`config.mk`:
```
export PLATFORM = sky130hd
export DESIGN_NAME = video_vga
export DESIGN_NICKNAME = d
export VERILOG_FILES = /design/src/video_pkg.sv /design/src/video_vga.sv
export SDC_FILE = /design/constraint.sdc
export NUM_CORES = 1
export LEC_CHECK = 0
export BUFFER_PORTS_ARGS = -buffer_cell sky130_fd_sc_hd__buf_2
export CORE_MARGIN = 2
export CORE_UTILIZATION = 56
export CTS_BUF_LIST = sky130_fd_sc_hd__clkbuf_4 sky130_fd_sc_hd__clkbuf_8 sky130_fd_sc_hd__clkbuf_16
export DETAILED_ROUTE_END_ITERATION = 10
export MAX_ROUTING_LAYER = met4
export PLACE_DENSITY = 0.83
export SYNTH_ARGS = -nofsm -noshare
export SYNTH_HDL_FRONTEND = slang
export SYNTH_SLANG_ARGS = --single-unit
```
`constraint.sdc`:
```
create_clock -name clk -period 2.5 [get_ports clk]
set_input_delay 0.125 -clock clk [delete_from_list [all_inputs] [get_ports clk]]
set_output_delay 0.125 -clock clk [all_outputs]
set_load 0.01 [all_outputs]
```
`src/video_pkg.sv`:
```
`default_nettype none

package video_pkg;

    // ======================================================================
    // Basic types
    // ======================================================================

    // Pixel or line coordinate, wide enough for the full 800x525 raster
    typedef logic [9:0] coord_t;

    // Index into the colour table
    typedef logic [7:0] pal_idx_t;

    // 4:4:4 colour as driven onto the VGA DAC pins
    typedef struct packed {
        logic [3:0] r;
        logic [3:0] g;
        logic [3:0] b;
    } rgb_t;

    // ======================================================================
    // 640x480 at 60 Hz timing
    // ======================================================================

    localparam coord_t H_ACTIVE      = 10'd640;
    localparam coord_t H_FRONT_PORCH = 10'd16;
    localparam coord_t H_SYNC        = 10'd96;
    localparam coord_t H_BACK_PORCH  = 10'd48;
    localparam coord_t H_TOTAL       = H_ACTIVE + H_FRONT_PORCH + H_SYNC + H_BACK_PORCH;

    localparam coord_t V_ACTIVE      = 10'd480;
    localparam coord_t V_FRONT_PORCH = 10'd10;
    localparam coord_t V_SYNC        = 10'd2;
    localparam coord_t V_BACK_PORCH  = 10'd33;
    localparam coord_t V_TOTAL       = V_ACTIVE + V_FRONT_PORCH + V_SYNC + V_BACK_PORCH;

    // ======================================================================
    // Renderer FSM
    // ======================================================================

    typedef enum logic {
        RS_IDLE,
        RS_FILL
    } render_state_t;

endpackage

`default_nettype wire
```
`src/video_vga.sv`:
```
`timescale 1ns/10ps
`default_nettype none

module video_vga (
    input  logic              clk,
    input  logic              rst,

    output video_pkg::coord_t linebuf_idx,
    input  video_pkg::rgb_t   rgb_data,

    output logic              start_of_screen,
    output logic              start_of_line,

    output logic [3:0]        vga_r,
    output logic [3:0]        vga_g,
    output logic [3:0]        vga_b,
    output logic              vga_hsync,
    output logic              vga_vsync
);
    import video_pkg::*;

    coord_t     x_cnt;
    coord_t     y_cnt;
    logic       h_last;
    logic       v_last;
    logic       v_last2;
    logic       hsync;
    logic       vsync;
    logic       active;
    logic [1:0] hsync_d;
    logic [1:0] vsync_d;
    logic [1:0] active_d;

    // ======================================================================
    // Raster counters
    // ======================================================================

    assign h_last  = (x_cnt == H_TOTAL - 10'd1);
    assign v_last  = (y_cnt == V_TOTAL - 10'd1);
    // One line early, so the renderer can prepare line 0 in the last line
    assign v_last2 = (y_cnt == V_TOTAL - 10'd2);

    always_ff @(posedge clk or posedge rst) begin
        if (rst) begin
            x_cnt <= '0;
            y_cnt <= '0;
        end else begin
            x_cnt <= h_last ? '0 : x_cnt + 10'd1;
            if (h_last) begin
                y_cnt <= v_last ? '0 : y_cnt + 10'd1;
            end
        end
    end

    assign hsync  = (x_cnt >= H_ACTIVE + H_FRONT_PORCH) &&
                    (x_cnt <  H_ACTIVE + H_FRONT_PORCH + H_SYNC);
    assign vsync  = (y_cnt >= V_ACTIVE + V_FRONT_PORCH) &&
                    (y_cnt <  V_ACTIVE + V_FRONT_PORCH + V_SYNC);
    assign active = (x_cnt < H_ACTIVE) && (y_cnt < V_ACTIVE);

    assign start_of_line   = h_last;
    assign start_of_screen = h_last && v_last2;
    assign linebuf_idx     = x_cnt;

    // ======================================================================
    // Output stage
    // ======================================================================

    // Line buffer read and palette lookup each add one register
    always_ff @(posedge clk or posedge rst) begin
        if (rst) begin
            hsync_d   <= '0;
            vsync_d   <= '0;
            active_d  <= '0;
            vga_r     <= '0;
            vga_g     <= '0;
            vga_b     <= '0;
            vga_hsync <= 1'b0;
            vga_vsync <= 1'b0;
        end else begin
            hsync_d  <= {hsync_d[0], hsync};
            vsync_d  <= {vsync_d[0], vsync};
            active_d <= {active_d[0], active};

            // Blank outside the visible area
            vga_r <= active_d[1] ? rgb_data.r : 4'd0;
            vga_g <= active_d[1] ? rgb_data.g : 4'd0;
            vga_b <= active_d[1] ? rgb_data.b : 4'd0;

            vga_hsync <= hsync_d[1];
            vga_vsync <= vsync_d[1];
        end
    end

    // The frame strobe is always also a line strobe, the renderer relies on it
    a_screen_is_line: assert property (
        @(posedge clk) disable iff (rst) start_of_screen |-> start_of_line
    ) else $error("start_of_screen without start_of_line");

endmodule

`default_nettype wire

```
## After elaboration in Yosys (flattened, before gate mapping)

Cells that the tools add are included.

- Flip-flop bits (word level): 40
- Input bits: 14
- Logic and storage cells: 30

- Add/subtract/negate cells: 2
- Magnitude comparators: 6
- Equal/unequal tests: 3
- Mux-type cells: 5
- Reductions and logical operators: 4

Operators by type and width:

| kind | number |
|---|---|
| 10-bit == test (second input constant) | 3 |
| 10-bit by 1-bit adder with 10-bit output (second input constant) | 2 |
| 10-bit less-than comparator (second input constant) | 2 |
| 10-bit by 9-bit less-than comparator with 1-bit output (second input constant) | 2 |
| 10-bit two-way mux | 2 |
| 4-bit two-way mux | 3 |
| 10-bit greater-or-equal comparator (second input constant) | 1 |
| 10-bit by 9-bit greater-or-equal comparator with 1-bit output (second input constant) | 1 |
| 1-bit logical AND | 4 |

## Longest topological paths before layout

- Depth after elaboration: 2
- Gate-level depth with buffers: 7
- Depth with buffers taken out: 6

## Worst setup path after synthesis

Ideal clock, no wire load.

- Path type: register -> output
- From: reg x_cnt[0] (netlist: linebuf_idx[0])
- To: out start_of_screen
- Arrival time: 1,534 ps
- Path slack: 841 ps
- Stages on the path, launching flop included: 8
- Path buffers: 1
- Cells stage by stage: dfrtp_1 -> ha_1 -> and3_1 -> nand3_4 -> clkinv_2 -> buf_12 -> nand2_4 -> nor3_2

- Cells in the longest elaborated chain, start to end: 2

Ends and longest elaborated chain:

| item | RTL line | RTL |
|---|---|---|
| start: declaration | video_vga.sv:22 | `coord_t x_cnt;` |
| start signal: assignment | video_vga.sv:48 | `x_cnt <= h_last ? '0 : x_cnt + 10'd1;` |
| 10-bit == test | video_vga.sv:38 | `assign h_last = (x_cnt == H_TOTAL - 10'd1);` |
| named net start_of_line | video_vga.sv:12 | `output logic start_of_line,` |
| 1-bit logical AND | video_vga.sv:62 | `assign start_of_screen = h_last && v_last2;` |
| end: declaration | video_vga.sv:11 | `output logic start_of_screen,` |

The timed path passes the listed nets, and every way through them passes these cells.

## Final worst setup path

- From: reg x_cnt[0] (netlist: linebuf_idx[0])
- To: out start_of_screen

- Cells in the longest elaborated chain, start to end: 2

Ends and longest elaborated chain:

| item | RTL line |
|---|---|
| 10-bit == test | video_vga.sv:38 |
| 1-bit logical AND | video_vga.sv:62 |

Every way passes these cells.

==> results by group <==
Run status
  – Run status: completed

STA
  – Fin Setup TNS: 0 ps
  – Crit share post-route: 86.73%
  – Relative slew slack: roughly three fifths
  – Clock skew: around 12 ps
  – Final-report max-slew violation count: 0
  – Fmax: between 400 and 500 MHz
  – Worst slew pin tran: 615.4 ps
  – Final worst setup slack: roughly 330 ps
  – RSZ-0062 raised after global routing: false
  – Final setup viols: 0
  – Min cycle time layout: roughly 2200 ps
  – Hold Violations, Final: 0

Drt
  – Total wire length: roughly 3200 um
  – DRC: 0
  – Vias: around 1.2k
  – Wire per inst: roughly 13 um
  – Via/cell ratio: between 5 and 6
  – Detailed Routing Iterations Pass 1: 4
  – Initial drt markers: 25
  – Antenna Violating Nets Remaining: 0

Job
  – Max-cap viol count: 0

Floorplan
  – FP Rows: 20
  – IO Count: 40
  – Die Span Y: 59.41 um
  – Die Area: around 0.0035 mm^2
  – Core Box Area: between 0.002 and 0.003 mm^2
  – Initial Util: just under 60%
  – Die Wd: 59.41 um

Logic synthesis
  – Largest family of logic cells by synthesized area: simple AND/OR/NAND/NOR gates
  – Synthesis-stage register bit count: 40
  – Post-synth design cell area: between 0.0015 and 0.002 mm^2
  – Synth Net Count: around 160
  – Synth Area in XOR/XNOR: 5.095%
  – Post-synthesis mux area share: 0.5822%
  – Seq/Total Area, Yosys: just under 60%
  – Adder-cell share of the synthesized area: approximately 3.6%
  – Distinct cell type count after synthesis: 31
  – Syn avg cell area: ~12 um^2
  – Simple-gate area share of the yosys netlist: ~24%
  – Synth warnings: 0
  – Mapped Cells: 144
  – Compound-Gate Fraction of Synth Area: around 5%

Layout
  – Area of the multi-input gates: approximately 670 um^2
  – Most frequent cells in the layout: dfrtp_1 (40), buf_2 (39), and2_1 (16), dlygate4sd3_1 (12), nand3_1 (8)
  – Antenna Cells: 0
  – Total Nets Final: 220
  – Layout cells sized above 1: a little over a quarter
  – Area grow syn2layout: 23.65%
  – Commonest non-fill, non-tap cell in the layout: dfrtp_1
  – Reg area: 0.001001 mm^2
  – Fill count: approximately 230

Worst setup path
  – CP Data Required Time: 2380 ps
  – Crit end category: output port
  – CP Max Fanout: 14
  – Arr. time, crit path: 2040 ps
  – Setup Crit Path Kind: flip-flop to output port
  – Critical path launch point type: flip-flop

CTS
  – TritonCTS buffer count: 5
  – Latest clock arrival within the worst-skew pair: ~340 ps
  – CTS sink count: 40
  – CTS root buf: clkbuf_4
  – Post-CTS sizing: 0
  – CTS tree: yes
  – H-tree levels: 2
  – Post-CTS setup buffer count: 0
  – Cts hold-fix bufs: 11
  – CTS max path bufs: 2
  – CTS clk-pin slew, worst paths: approximately 120 ps

Placement
  – Worst slack at placement: about 700 ps
  – RD Place Congestion: around 0.87
  – HPWL Detailed: roughly 2200 um
  – Port-buffer cells: 39

GRT
  – Largest net degree at the start of global routing: 25
  – GRT overflow: 0
  – Initial antenna violation count: 0
  – Vias in the first global route: 1206
  – Total GRT Usage: approximately a fifth
  – First-pass GRT wire length: roughly 5300 um

Power and ir drop
  – Pleak: 1.065 nW
  – VDD IR max: roughly 0.00027 V
  – Total power per unit cell area: 503.1 mW/mm^2

Hold path
  – Worst min-delay path class: input port to flip-flop
-- metal layers --
layer	GRT usage, %	share of wire, %	vias up
met3	6.550	5.8	2
met2	35.95	52	39
met5	-	0	-
li1	-	-	611
met1	23.81	42	584
met4	4.870	0.32	0
-- where the power goes --
| group | total (mW) | switching [mW] | leakage [nW] | internal (mW) |
|---|---|---|---|---|
| clock | 0.351 | 0.203 | 0.0349 | 0.149 |
| sequential | 0.658 | 0.00192 | 0.506 | 0.656 |
| combinational | 0.0600 | 0.0281 | 0.523 | 0.0319 |
| total | 1.07 | 0.233 | 1.06 | 0.837 |
-- synth_stat cells, drive strengths merged --
cell / n / area (um^2)
a21o: 2 / 15.01
a21oi: 3 / 18.77
and2: 16 / 100.1
and3: 5 / 31.28
and4: 4 / 35.03
buf: 1 / 20.02
clkbuf: 1 / 3.750
clkinv: 1 / 5.000
dfrtp: 40 / 1001
ha: 5 / 62.56
inv: 6 / 22.52
mux2i: 1 / 10.01
nand2: 8 / 37.54
nand2b: 1 / 6.260
nand3: 9 / 57.56
nand4: 6 / 37.54
nand4b: 1 / 23.77
nor2: 5 / 18.77
nor2b: 1 / 6.260
nor3: 5 / 30.03
nor4: 2 / 12.51
nor4b: 1 / 23.77
o21a: 1 / 7.510
o21ai: 9 / 45.04
xnor2: 7 / 61.31
xor2: 3 / 26.28
-- sequential cells by signal, indices dropped and copies added, names as in the netlist --
name,cells
vga_g,4
hsync_d,2
vga_vsync,1
vga_b,4
vga_hsync,1
active_d,2
vsync_d,2
y_cnt,10
vga_r,4
linebuf_idx,10
-- path summary, 6_finish.rpt --
path | startpoint | end | slack [ps] | cells past startpoint
hold / removal | rgb_data[7] | vga_g[3] | 10 | 2
hold reg to reg | vsync_d[0] | vsync_d[1] | 350 | 0
min in group asynchronous | rst | hsync_d[0] | 390 | 3
setup reg to reg | linebuf_idx[0] | y_cnt[7] | 770 | 6
max in group asynchronous | rst | y_cnt[2] | 1370 | 4
setup / recovery | linebuf_idx[0] | start_of_screen | 330 | 7
-- layout make-up --
cell class / instances / area share (%)
Clock buffer: 7 / 2.766
Tap cell: 33 / 1.942
Inverter: 7 / 1.295
Clock inverter: 1 / 0.3531
Timing Repair Buffer: 52 / 15.19
Sequential cell: 40 / 47.09
Multi-Input combinational cell: 95 / 31.37
-- critical path: stages (launching register included) --
cell and delay [ps]:
dfrtp_1 460, ha_1 250, and3_1 270, nand3_4 140, clkinv_2 210, nand2_4 70, nor3_2 160, buf_2 140
-- metrics by stage --
stage | power [mW] | utilization [%] | instance area (um^2) | instances | hold slack [ps]
after global routing | 1.115 | 71.39 | 2126 | 235 | 7.077
after floorplan | 0.6932 | - | 1719 | 144 | 259.2
after detailed placement | 0.7172 | 65.13 | 1939 | 215 | 236.3
after global placement | 0.7151 | 65.13 | 1939 | 215 | 222.2
after CTS | 1.079 | 71.05 | 2116 | 234 | 5.620
final | 1.070 | 71.39 | 2126 | 235 | 14.92
-- kinds of logic after synthesis --
family	Yosys count
DFF	40
muxes	1
adders and majority gates	5
and+or+nand+nor	64
AOI/OAI and AO/OA	15
buffers and inverters	9
xor gates and xnor gates	10
Power figures use the tool's default switching activity.
