## src/video_pkg.sv

```systemverilog
`default_nettype none

package video_pkg;

    // ======================================================================
    // Basic types
    // ======================================================================

    // Pixel or line coordinate, wide enough for the full 800x525 raster
    typedef logic [9:0] coord_t;

    // Index into the colour table
    typedef logic [7:0] pal_idx_t;

    // 4:4:4 colour as driven onto the VGA DAC pins
    typedef struct packed {
        logic [3:0] r;
        logic [3:0] g;
        logic [3:0] b;
    } rgb_t;

    // ======================================================================
    // 640x480 at 60 Hz timing
    // ======================================================================

    localparam coord_t H_ACTIVE      = 10'd640;
    localparam coord_t H_FRONT_PORCH = 10'd16;
    localparam coord_t H_SYNC        = 10'd96;
    localparam coord_t H_BACK_PORCH  = 10'd48;
    localparam coord_t H_TOTAL       = H_ACTIVE + H_FRONT_PORCH + H_SYNC + H_BACK_PORCH;

    localparam coord_t V_ACTIVE      = 10'd480;
    localparam coord_t V_FRONT_PORCH = 10'd10;
    localparam coord_t V_SYNC        = 10'd2;
    localparam coord_t V_BACK_PORCH  = 10'd33;
    localparam coord_t V_TOTAL       = V_ACTIVE + V_FRONT_PORCH + V_SYNC + V_BACK_PORCH;

    // ======================================================================
    // Renderer FSM
    // ======================================================================

    typedef enum logic {
        RS_IDLE,
        RS_FILL
    } render_state_t;

endpackage

`default_nettype wire
```

## src/render_if.sv

```systemverilog
`timescale 1ns/10ps
`default_nettype none

// Write path from the line renderer into the back bank of the line buffer
interface render_if (
    input wire clk
);
    import video_pkg::*;

    logic     wr_en;
    coord_t   wr_idx;
    pal_idx_t wr_color;

    modport renderer (
        input  clk,
        output wr_en,
        output wr_idx,
        output wr_color
    );

    modport buffer (
        input clk,
        input wr_en,
        input wr_idx,
        input wr_color
    );

endinterface

`default_nettype wire

```

## src/line_renderer.sv

```systemverilog
`timescale 1ns/10ps
`default_nettype none

module line_renderer (
    input  logic                clk,
    input  logic                rst,
    input  logic                start_of_line,
    input  logic                start_of_screen,
    input  video_pkg::pal_idx_t bg_color,
    input  video_pkg::pal_idx_t rect_color,
    input  video_pkg::coord_t   rect_x0,
    input  video_pkg::coord_t   rect_x1,
    input  video_pkg::coord_t   rect_y0,
    input  video_pkg::coord_t   rect_y1,
    render_if.renderer          wr
);
    import video_pkg::*;

    render_state_t state;
    coord_t        x_q;
    coord_t        line_q;
    logic          start_fill;
    logic          in_rect;

    // Drawing registers as sampled for the line being filled
    pal_idx_t      bg_q;
    pal_idx_t      rect_q;
    coord_t        x0_q;
    coord_t        x1_q;
    coord_t        y0_q;
    coord_t        y1_q;

    assign start_fill = (state == RS_IDLE) && start_of_line;

    always_ff @(posedge clk or posedge rst) begin
        if (rst) begin
            state  <= RS_IDLE;
            x_q    <= '0;
            line_q <= '0;
        end else begin
            case (state)
                RS_IDLE: begin
                    if (start_fill) begin
                        state  <= RS_FILL;
                        x_q    <= '0;
                        // Frame strobe means the next line shown is line 0
                        line_q <= start_of_screen ? '0 : line_q + 10'd1;
                    end
                end
                RS_FILL: begin
                    x_q <= x_q + 10'd1;
                    if (x_q == H_ACTIVE - 10'd1) begin
                        state <= RS_IDLE;
                    end
                end
                default: state <= RS_IDLE;
            endcase
        end
    end

    always_ff @(posedge clk) begin
        if (start_fill) begin
            bg_q   <= bg_color;
            rect_q <= rect_color;
            x0_q   <= rect_x0;
            x1_q   <= rect_x1;
            y0_q   <= rect_y0;
            y1_q   <= rect_y1;
        end
    end

    // Bounds are inclusive on all four sides
    assign in_rect = (x_q >= x0_q) && (x_q <= x1_q) &&
                     (line_q >= y0_q) && (line_q <= y1_q);

    assign wr.wr_en    = (state == RS_FILL);
    assign wr.wr_idx   = x_q;
    assign wr.wr_color = in_rect ? rect_q : bg_q;

    // A fill must be done before the buffer swaps banks again
    a_fill_done: assert property (
        @(posedge clk) disable iff (rst) (state == RS_FILL) |-> !start_of_line
    ) else $error("start_of_line while a fill is still running");

endmodule

`default_nettype wire

```

## src/flat_wrapper.sv

```systemverilog
// flat-port wrapper written by rule: the top's interface ports become plain ports
module line_renderer_flat import video_pkg::*;
  (clk, rst, start_of_line, start_of_screen, bg_color, rect_color, rect_x0, rect_x1, rect_y0, rect_y1, wr_wr_en, wr_wr_idx, wr_wr_color);
  render_if wr_i (.clk(clk));
  input  logic clk;
  input  logic rst;
  input  logic start_of_line;
  input  logic start_of_screen;
  input  video_pkg::pal_idx_t bg_color;
  input  video_pkg::pal_idx_t rect_color;
  input  video_pkg::coord_t rect_x0;
  input  video_pkg::coord_t rect_x1;
  input  video_pkg::coord_t rect_y0;
  input  video_pkg::coord_t rect_y1;
  output wire logic [$bits(wr_i.wr_en)-1:0] wr_wr_en;
  output wire logic [$bits(wr_i.wr_idx)-1:0] wr_wr_idx;
  output wire logic [$bits(wr_i.wr_color)-1:0] wr_wr_color;
  assign wr_wr_en = wr_i.wr_en;
  assign wr_wr_idx = wr_i.wr_idx;
  assign wr_wr_color = wr_i.wr_color;
  line_renderer u_core (.clk(clk), .rst(rst), .start_of_line(start_of_line), .start_of_screen(start_of_screen), .bg_color(bg_color), .rect_color(rect_color), .rect_x0(rect_x0), .rect_x1(rect_x1), .rect_y0(rect_y0), .rect_y1(rect_y1), .wr(wr_i));
endmodule
```

## config.mk

```make
export PLATFORM = sky130hd
export DESIGN_NAME = line_renderer_flat
export DESIGN_NICKNAME = d
export VERILOG_FILES = /design/src/video_pkg.sv /design/src/render_if.sv /design/src/line_renderer.sv /design/src/flat_wrapper.sv
export SDC_FILE = /design/constraint.sdc
export NUM_CORES = 1
export LEC_CHECK = 0
export BUFFER_PORTS_ARGS = -buffer_cell sky130_fd_sc_hd__buf_2
export CORE_MARGIN = 2
export CORE_UTILIZATION = 40
export CTS_BUF_LIST = sky130_fd_sc_hd__clkbuf_2 sky130_fd_sc_hd__clkbuf_4 sky130_fd_sc_hd__clkbuf_8
export CTS_CLUSTER_SIZE = 24
export DETAILED_ROUTE_END_ITERATION = 10
export SLEW_MARGIN = 20
export SYNTH_ARGS = -nofsm -noshare
export SYNTH_HDL_FRONTEND = slang
export SYNTH_SLANG_ARGS = --single-unit
```

## constraint.sdc

```tcl
create_clock -name clk -period 6.1 [get_ports clk]
set_input_delay 1.22 -clock clk [delete_from_list [all_inputs] [get_ports clk]]
set_output_delay 1.22 -clock clk [all_outputs]
set_load 0.05 [all_outputs]
```

# Word-level counts from Yosys, hierarchy flattened
# Index checks and enable logic that the tools add are counted.
op_classes:
  order_cmp: 4
  bitwise: 1
  reduce_logical: 5
  n_mux: 7
  n_eq_ne: 2
  n_addsub: 2
op_table:
  columns: ["cell", "n"]
  rows:
  - ["$add A10 B1 Y10 const B", 2]
  - ["$ge A10 B10 Y1", 2]
  - ["$le A10 B10 Y1", 2]
  - ["$mux W10", 2]
  - ["$pmux W10 S2", 1]
  - ["$eq A10 B10 Y1 const B", 1]
  - ["$mux W8", 1]
  - ["$logic_and A1 B1 Y1", 4]
  - ["$mux W1", 2]
  - ["$ne A2 B1 Y1 const B", 1]
  - ["$pmux W1 S2", 1]
  - ["$reduce_and A2 Y1", 1]
  - ["$not A1 Y1", 1]
totals:
  register_bits: 77
  inputBits: 60
  out_inout_bits: 19
  word_cells: 30

# Longest topological paths before layout
# Gate-level depths: netlist of run 1.
logic_depth:
  ltp_word: 5
  ltp_mapped: 8
  depth_no_buf: 8

# Least setup slack after synthesis of run 1
# OpenSTA, ideal clock, no wires.
synth_path:
  path_kind: "reg-to-output"
  from: "register u_core.x_q[0], in the netlist u_core.wr.wr_idx[0]"
  to: "output port wr_wr_color[0]"
  path_slack_ns: 2.277
  stages_incl_launch_ff: 9
  required_time_ns: 4.880
  arrival_ns: 2.603
  n_path_buf: 0
  cell_sequence: "dfrtp_1 inv_1 ha_1 nand2b_1 a21oi_1 o21ai_0 o21ai_0 a2111oi_4 mux2_2"
synth_between:
  elab_chain_len: 5
  elab_cells_between_ends: 6
  cone_classes: "order compare (2); mux (1); reduce/logical (3)"
synth_lines:
  columns: ["element", "line", "text"]
  rows:
  - ["start: declaration", "line_renderer.sv:20", "coord_t x_q;"]
  - ["start signal: assignment", "line_renderer.sv:51", "x_q <= x_q + 10'd1;"]
  - ["$ge A10 B10 Y1 / $le A10 B10 Y1 (equally long branches)", "line_renderer.sv:73", "assign in_rect = (x_q >= x0_q) && (x_q <= x1_q) &&"]
  - ["$logic_and A1 B1 Y1 (*) (2 in series)", "line_renderer.sv:73", null]
  - ["$logic_and A1 B1 Y1 (*)", "line_renderer.sv:74", "(line_q >= y0_q) && (line_q <= y1_q);"]
  - ["$mux W8 (*)", "line_renderer.sv:78", "assign wr.wr_color = in_rect ? rect_q : bg_q;"]
  - ["end: declaration", "flat_wrapper.sv:17", "output wire logic [$bits(wr_i.wr_color)-1:0] wr_wr_color;"]
# Mark *: on every way between the ends. The rest lies on a longest branch, timed or not.

# Worst setup path in the final report of run 1
layout_path:
  from: "register u_core.x_q[0], in the netlist u_core.wr.wr_idx[0]"
  to: "output port wr_wr_color[4]"
# The elaborated chain is that of the path after synthesis.

==> results of run 1 <==
==> power by group through the flow <==
| stage | clock network (mW) | registers, mW | logic (mW) |
|---|---|---|---|
| 3_3_place_gp | 0 | 0.659 | 0.268 |
| 3_5_place_dp | 0 | 0.660 | 0.274 |
| 6_report | 0.389 | 0.647 | 0.276 |
| 5_1_grt | 0.420 | 0.654 | 0.306 |
| 2_1_floorplan | 0 | 0.731 | 0.109 |
| 4_1_cts | 0.397 | 0.648 | 0.278 |
==> placed cells by master, fill, tap and decap left out, drive strengths merged, types with 2 or more instances in the layout <==
| cell | netlist | routed |
|---|---|---|
| nor2 | 12 | 12 |
| clkinv | 0 | 2 |
| nand3 | 8 | 8 |
| nand4 | 10 | 10 |
| o21ai | 33 | 33 |
| a31oi | 6 | 6 |
| ha | 42 | 42 |
| clkbuf | 2 | 12 |
| o211ai | 2 | 2 |
| a21o | 4 | 4 |
| a211oi | 2 | 2 |
| nand2b | 4 | 4 |
| and3 | 4 | 4 |
| buf | 0 | 79 |
| nor3 | 4 | 4 |
| nand2 | 25 | 25 |
| dfrtp | 21 | 21 |
| mux2 | 8 | 8 |
| a21oi | 15 | 15 |
| o31ai | 2 | 2 |
| edfxtp | 56 | 56 |
| inv | 44 | 44 |
==> state kept, by name, summed over array words and instances (netlist names) <==
register	cells
u_core.line_q	10
u_core.bg_q	8
u_core.x1_q	10
u_core.wr.wr_idx	10
u_core.rect_q	8
u_core.x0_q	10
u_core.wr.wr_en	1
u_core.y1_q	10
u_core.y0_q	10
==> per-stage QoR <==
step | cell area (um^2) | setup WS, ns | util | hold WS (ns) | instances
6_report | 4490 | 1.81 | 0.488 | 0.576 | 518
4_1_cts | 4490 | 1.78 | 0.488 | 0.579 | 518
3_5_place_dp | 4290 | 2.14 | 0.467 | 0.565 | 502
5_1_grt | 4490 | 1.57 | 0.488 | 0.621 | 518
2_1_floorplan | 3760 | 2.28 | - | 0.501 | 314
3_3_place_gp | 4290 | 2.22 | 0.467 | 0.563 | 502
==> critical path, cell delays in order (launching register included) <==
cell and delay [ns]:
dfrtp_1 0.51, inv_1 0.12, ha_1 0.28, nand2b_1 0.09
a21oi_1 0.08, o21ai_0 0.14, o21ai_0 0.16, a2111oi_4 0.72
mux2_2 0.41, buf_2 0.21
==> cell families after synthesis <==
family / after synthesis
buf+inv: 46
simple gates: 71
compound gates: 69
flops: 77
fa+ha+maj: 42
mux: 9
==> routing by layer <==
metal	global-route usage	wire, um	vias to the layer above
met5	0	0	-
met4	0.0613	121	0
met3	0.0409	512	9
met2	0.230	3260	76
met1	0.206	3380	1191
li1	-	-	1318
==> worst paths after layout <==
path / from / end / cells past startpoint
max in group asynchronous: rst / u_core.wr.wr_idx[8] / 2
min in group asynchronous: rst / u_core.wr.wr_idx[9] / 2
setup / recovery: u_core.wr.wr_idx[0] / wr_wr_color[4] / 9
hold reg to reg: u_core.line_q[8] / u_core.line_q[8] / 1
setup reg to reg: u_core.wr.wr_en / u_core.line_q[7] / 7
hold / removal: u_core.line_q[8] / u_core.line_q[8] / 1
==> final cells by class <==
| class | count | area [um^2] | area share |
|---|---|---|---|
| Clock inverter | 4 | 47.5 | 0.0106 |
| Clock buffer | 12 | 153 | 0.0340 |
| Multi-Input combinational cell | 191 | 1380 | 0.308 |
| Tap cell | 111 | 139 | 0.0309 |
| Sequential cell | 77 | 2210 | 0.492 |
| Timing Repair Buffer | 79 | 398 | 0.0886 |
| Inverter | 44 | 165 | 0.0368 |
==> run_results.csv, run 1 <==
group,metric,value,unit
clocking,cts_resized,0,
synth,yosys_warnings,0,
synth,synthTopCellsByCount,"56 x edfxtp_1, 44 x inv_1, 42 x ha_1, 33 x o21ai_0, 25 x nand2_1",
die,chipHeight,101,um
clocking,htreeDepth,3,
die,dieArea,10200,um^2
sta,relSlewSlack,0.431,
route,initialDrtViolationCount,126,
worst_setup_path,startpoint_type,"register",
pwr,seq_power_share,0.493,
global_routing,antenna_found_initial,0,
worst_hold_path,hp-class,"reg -> reg",
worst_setup_path,worstPathRequired,4.88,ns
die,die_w,101,um
pwr,comb_power_share,0.210,
synth,synth-xor-area-share,0,
synth,synth_flop_cell,"edfxtp_1",
route,ant_nets,0,
pwr,ir_drop,0.120,mV
synth,synth.most_common_cell,"edfxtp_1",
synth,synth_fa_ha_area_frac,0.140,
global_routing,first_global_vias,2520,
global_routing,grt_util_all_layers,0.151,
sta,final-hold-violation-count,0,
sta,fin_worst_skew,0.0149,ns
pwr,power_density,292,nW/um^2
synth,yosysTopAreaCell,"edfxtp_1",
synth,ys_types,30,
worst_setup_path,critPathArrivalTime,3.07,ns
global_routing,grt_start_max_net_pins,43,
synth,yosysSeqAreaShare,0.587,
sta,setup_viol,0,
clocking,hold_buffers,0,
synth,syn-num-nets,416,
die,rows,35,
clocking,cts.sinks,77,
route,viasPerCell,5.01,
worst_setup_path,crit_path_end_kind,"output port",
synth,synthMuxAreaShare,0.0266,
synth,netlist_top_cells_area,"edfxtp_1 45%, dfrtp_1 14%, ha_1 14%",
route,num_vias,2594,
clocking,insertion_delay,0.35,ns
clocking,clockBufferDepth,2,
sta,worstMarginPinSlew,0.852,ns
pwr,power_frac_clock,0.297,
pwr,intPower,0.889,mW
worst_setup_path,crit_fanout,9,
synth,synth_edf_count,56,
sta,timing.final.max_slew_violations,0,
die,core-area,9200,um^2
pwr,p_sw,0.422,mW
placed_design,io_buffers,78,
synth,synth_top_family_by_area,"adder cells",
final_layout,layout-drive-gt1-share,0.263,
pwr,p_leak,2.06,nW
synth,synth_compound_area_frac,0.111,
clocking,numCtsBuffers,9,
route,drt_pass1_iterations,4,
final_layout,num-nets-final,504,
placed_design,hpwl,5.16,mm
synth,syn-mean-instance-area,12.0,um^2
route,wl,7.27,mm
final_layout,n_antenna_cell,0,
route,detail_route.wl_per_cell,14.0,um
clocking,post-cts-setup-buffers,0,
synth,syn_area,3760,um^2
route,drc,0,
pwr,switching_share,0.322,
clocking,clk_pin_slew_worst_paths,0.07,ns
final_layout,nFillCells,856,
synth,synth_top_cell_area_share,0.447,
status,status,"finished clean",
run,drv_cap,0,
sta,fmax,233,MHz
clocking,cts_tree,"built",
synth,yosys_register_bits,77,
placed_design,gp_congestion,0.801,
worst_setup_path,worstSetupPathType,"reg -> out",
clocking,cts_root_buffer,"clkbuf_8",
pwr,power,1.31,mW
synth,synth_cells,314,
global_routing,grt_pass1_wl,11.9,mm
synth,synth-simple-area-share,0.0902,
sta,min_period,4.29,ns
worst_setup_path,ff2ff_setup_slack,3.55,ns
synth,synth-async-reset-ratio,0.273,
die,ios,79,
sta,rsz0062_at_grt,"no",
sta,fin_crit_sh,0.704,
global_routing,gr-total-overflow,0,
die,start_util,0.409,
sta,final.setup.tns,0,ns
final_layout,synthToLayoutAreaGrowth,19.4,%
(Power assumes the default switching activity.)
==> run 2: changes to the inputs <==
==> constraint.sdc (replaced) <==
create_clock -name clk -period 3.55 [get_ports clk]
set_input_delay 0.71 -clock clk [delete_from_list [all_inputs] [get_ports clk]]
set_output_delay 0.71 -clock clk [all_outputs]
set_load 0.05 [all_outputs]
==> run 2 against run 1 <==
  * Worst hold slack got worse by 0.061 ns
  * Flip-flop and latch count unchanged
  * Via count increased by 0.93%
  * Clock-buffer cell count is the same
  * Critical path depth did not move
  * Final area up 2.2%
  * Register-to-register slack got worse by 1.9 ns
  * Non-clock buffer count increased by 8
  * Cell count is 1.5% higher
  * Routed wire length rose by 0.37%
  * Utilization is 1.1 points higher
==> run_results.csv, run 2 (synthesis gave the netlist of run 1 again) <==
group,metric,value,unit
route,viasPerCell,4.98,
pwr,p_leak,2.10,nW
worst_setup_path,crit_path_end_kind,"output port",
final_layout,n_antenna_cell,0,
sta,final-hold-violation-count,0,
route,drt_pass1_iterations,4,
global_routing,first_global_vias,2494,
worst_setup_path,cp_num_buf_inv,2,
die,chipHeight,101,um
worst_setup_path,worstPathCellList,"ha_1 -> a21o_1 -> a21o_1 -> a21oi_2 -> a21oi_2 -> a2111oi_4 -> buf_6 -> mux2_2 -> buf_4",
route,num_vias,2618,
placed_design,gp_congestion,0.816,
sta,fin_worst_skew,0.00921,ns
clocking,hold_buffers,0,
sta,relSlewSlack,0.451,
placed_design,io_buffers,78,
worst_setup_path,cpLargestDelayFamily,"compound AO/OA/AOI/OAI gates",
worst_setup_path,crit_fanout,8,
clocking,cts.sinks,77,
clocking,numCtsBuffers,9,
sta,min_period,3.42,ns
worst_setup_path,critPathArrivalTime,2.71,ns
route,drc,0,
sta,hold_slack,0.515,ns
worst_setup_path,worstSetupPathType,"reg -> out",
clocking,clockBufferDepth,2,
die,start_util,0.409,
worst_hold_path,hp-class,"in -> async",
pwr,power_density,493,nW/um^2
worst_setup_path,cpPeakStageDelay,0.43,ns
worst_setup_path,startpoint_type,"register",
final_layout,synthToLayoutAreaGrowth,22.0,%
clocking,cts_root_buffer,"clkbuf_8",
sta,timing.final.max_slew_violations,0,
die,die_w,101,um
status,status,"finished clean",
route,ant_nets,0,
sta,worstMarginPinSlew,0.822,ns
global_routing,grt_start_max_net_pins,30,
sta,fin_crit_sh,0.964,
route,wl,7.30,mm
global_routing,gr-total-overflow,0,
clocking,insertion_delay,0.34,ns
sta,setup_viol,0,
worst_setup_path,worstPathRequired,2.84,ns
die,dieArea,10200,um^2
sta,fmax,292,MHz
clocking,cts_tree,"built",
clocking,clk_pin_slew_worst_paths,0.08,ns
global_routing,grt_util_all_layers,0.152,
clocking,htreeDepth,3,
route,detail_route.wl_per_cell,13.9,um
die,core-area,9200,um^2
final_layout,layout-drive-gt1-share,0.301,
final_layout,num-nets-final,512,
global_routing,grt_pass1_wl,11.9,mm
route,initialDrtViolationCount,114,
final_layout,layout_common_cells,"70 x buf_2, 56 x edfxtp_1, 43 x inv_1",
run,drv_cap,0,
pwr,ir_drop,0.223,mV
die,rows,35,
final_layout,final_common_cell,"buf_2",
die,ios,79,
placed_design,hpwl,5.22,mm
pwr,power,2.26,mW
worst_setup_path,slowest_stage,"dfrtp_2",
global_routing,antenna_found_initial,0,
run 2: cell count changes in the layout (fill, tap and decap cells not counted), sizes merged:
cell | previous run | this run
buf | 79 | 87
clkinv | 2 | 3
clkinvlp | 1 | 0
run 2: what timing repair did:
item | CTS | global route
pin swaps | 0 | 1
gates cloned | 0 | 0
setup buffers | 0 | 6
resized for setup | 7 | 20
setup endpoints to repair | 8 | 8
run 2: worst paths after layout:
path | slack (ns) | cells after the start | end | from
max | 0.13 | 9 | wr_wr_color[5] | u_core.line_q[7]
max reg2reg | 1.60 | 7 | u_core.line_q[7] | u_core.wr.wr_en
max in group asynchronous | 2.47 | 2 | u_core.line_q[3] | rst
min reg2reg | 0.56 | 1 | u_core.wr.wr_idx[0] | u_core.wr.wr_idx[0]
min | 0.52 | 2 | u_core.line_q[5] | rst
min in group clk | 0.53 | 1 | u_core.y1_q[3] | rect_y1[3]
run 2: worst register-to-register path: stages (launching register included):
cell and delay [ns]:
dfrtp_1 0.46, inv_1 0.17, nand2_1 0.40, inv_2 0.16
buf_4 0.35, o21ai_0 0.15, nand2_1 0.08, o21ai_0 0.07
run 2: power by group:
| group | switching (mW) | leakage (nW) | total [mW] | internal [mW] |
|---|---|---|---|---|
| sequential | 0.100 | 0.765 | 1.12 | 1.02 |
| clock | 0.316 | 0.105 | 0.664 | 0.348 |
| combinational | 0.317 | 1.23 | 0.481 | 0.164 |
| total | 0.734 | 2.10 | 2.26 | 1.53 |
run 2: layer usage:
layer	vias to the layer above	track usage	share of wire	wire length, um
met5	-	0	0	0
met4	0	0.0717	0.021	154
met3	14	0.0374	0.057	419
met2	78	0.228	0.45	3270
met1	1197	0.209	0.47	3450
li1	1329	-	-	-
run 2: stage by stage:
step                      worst slack [ns]  instance area (um^2)  std cells  setup TNS [ns]  utilization
after floorplan                      0.237                  3760        314               0            -
after global placement               0.344                  4310        504               0        0.468
after detailed placement             0.291                  4310        504               0        0.468
after CTS                           0.0184                  4520        520               0        0.491
after global routing              -0.00846                  4590        526         -0.0446        0.499
final                                0.128                  4590        526               0        0.499
run 2: area by class of cell:
cell class	count	area, um^2
Multi-Input combinational cell	191	1390
Inverter	44	165
Sequential cell	77	2220
Clock inverter	4	48.8
Clock buffer	12	146
Fill cell	838	4610
Tap cell	111	139
Timing Repair Buffer	87	482
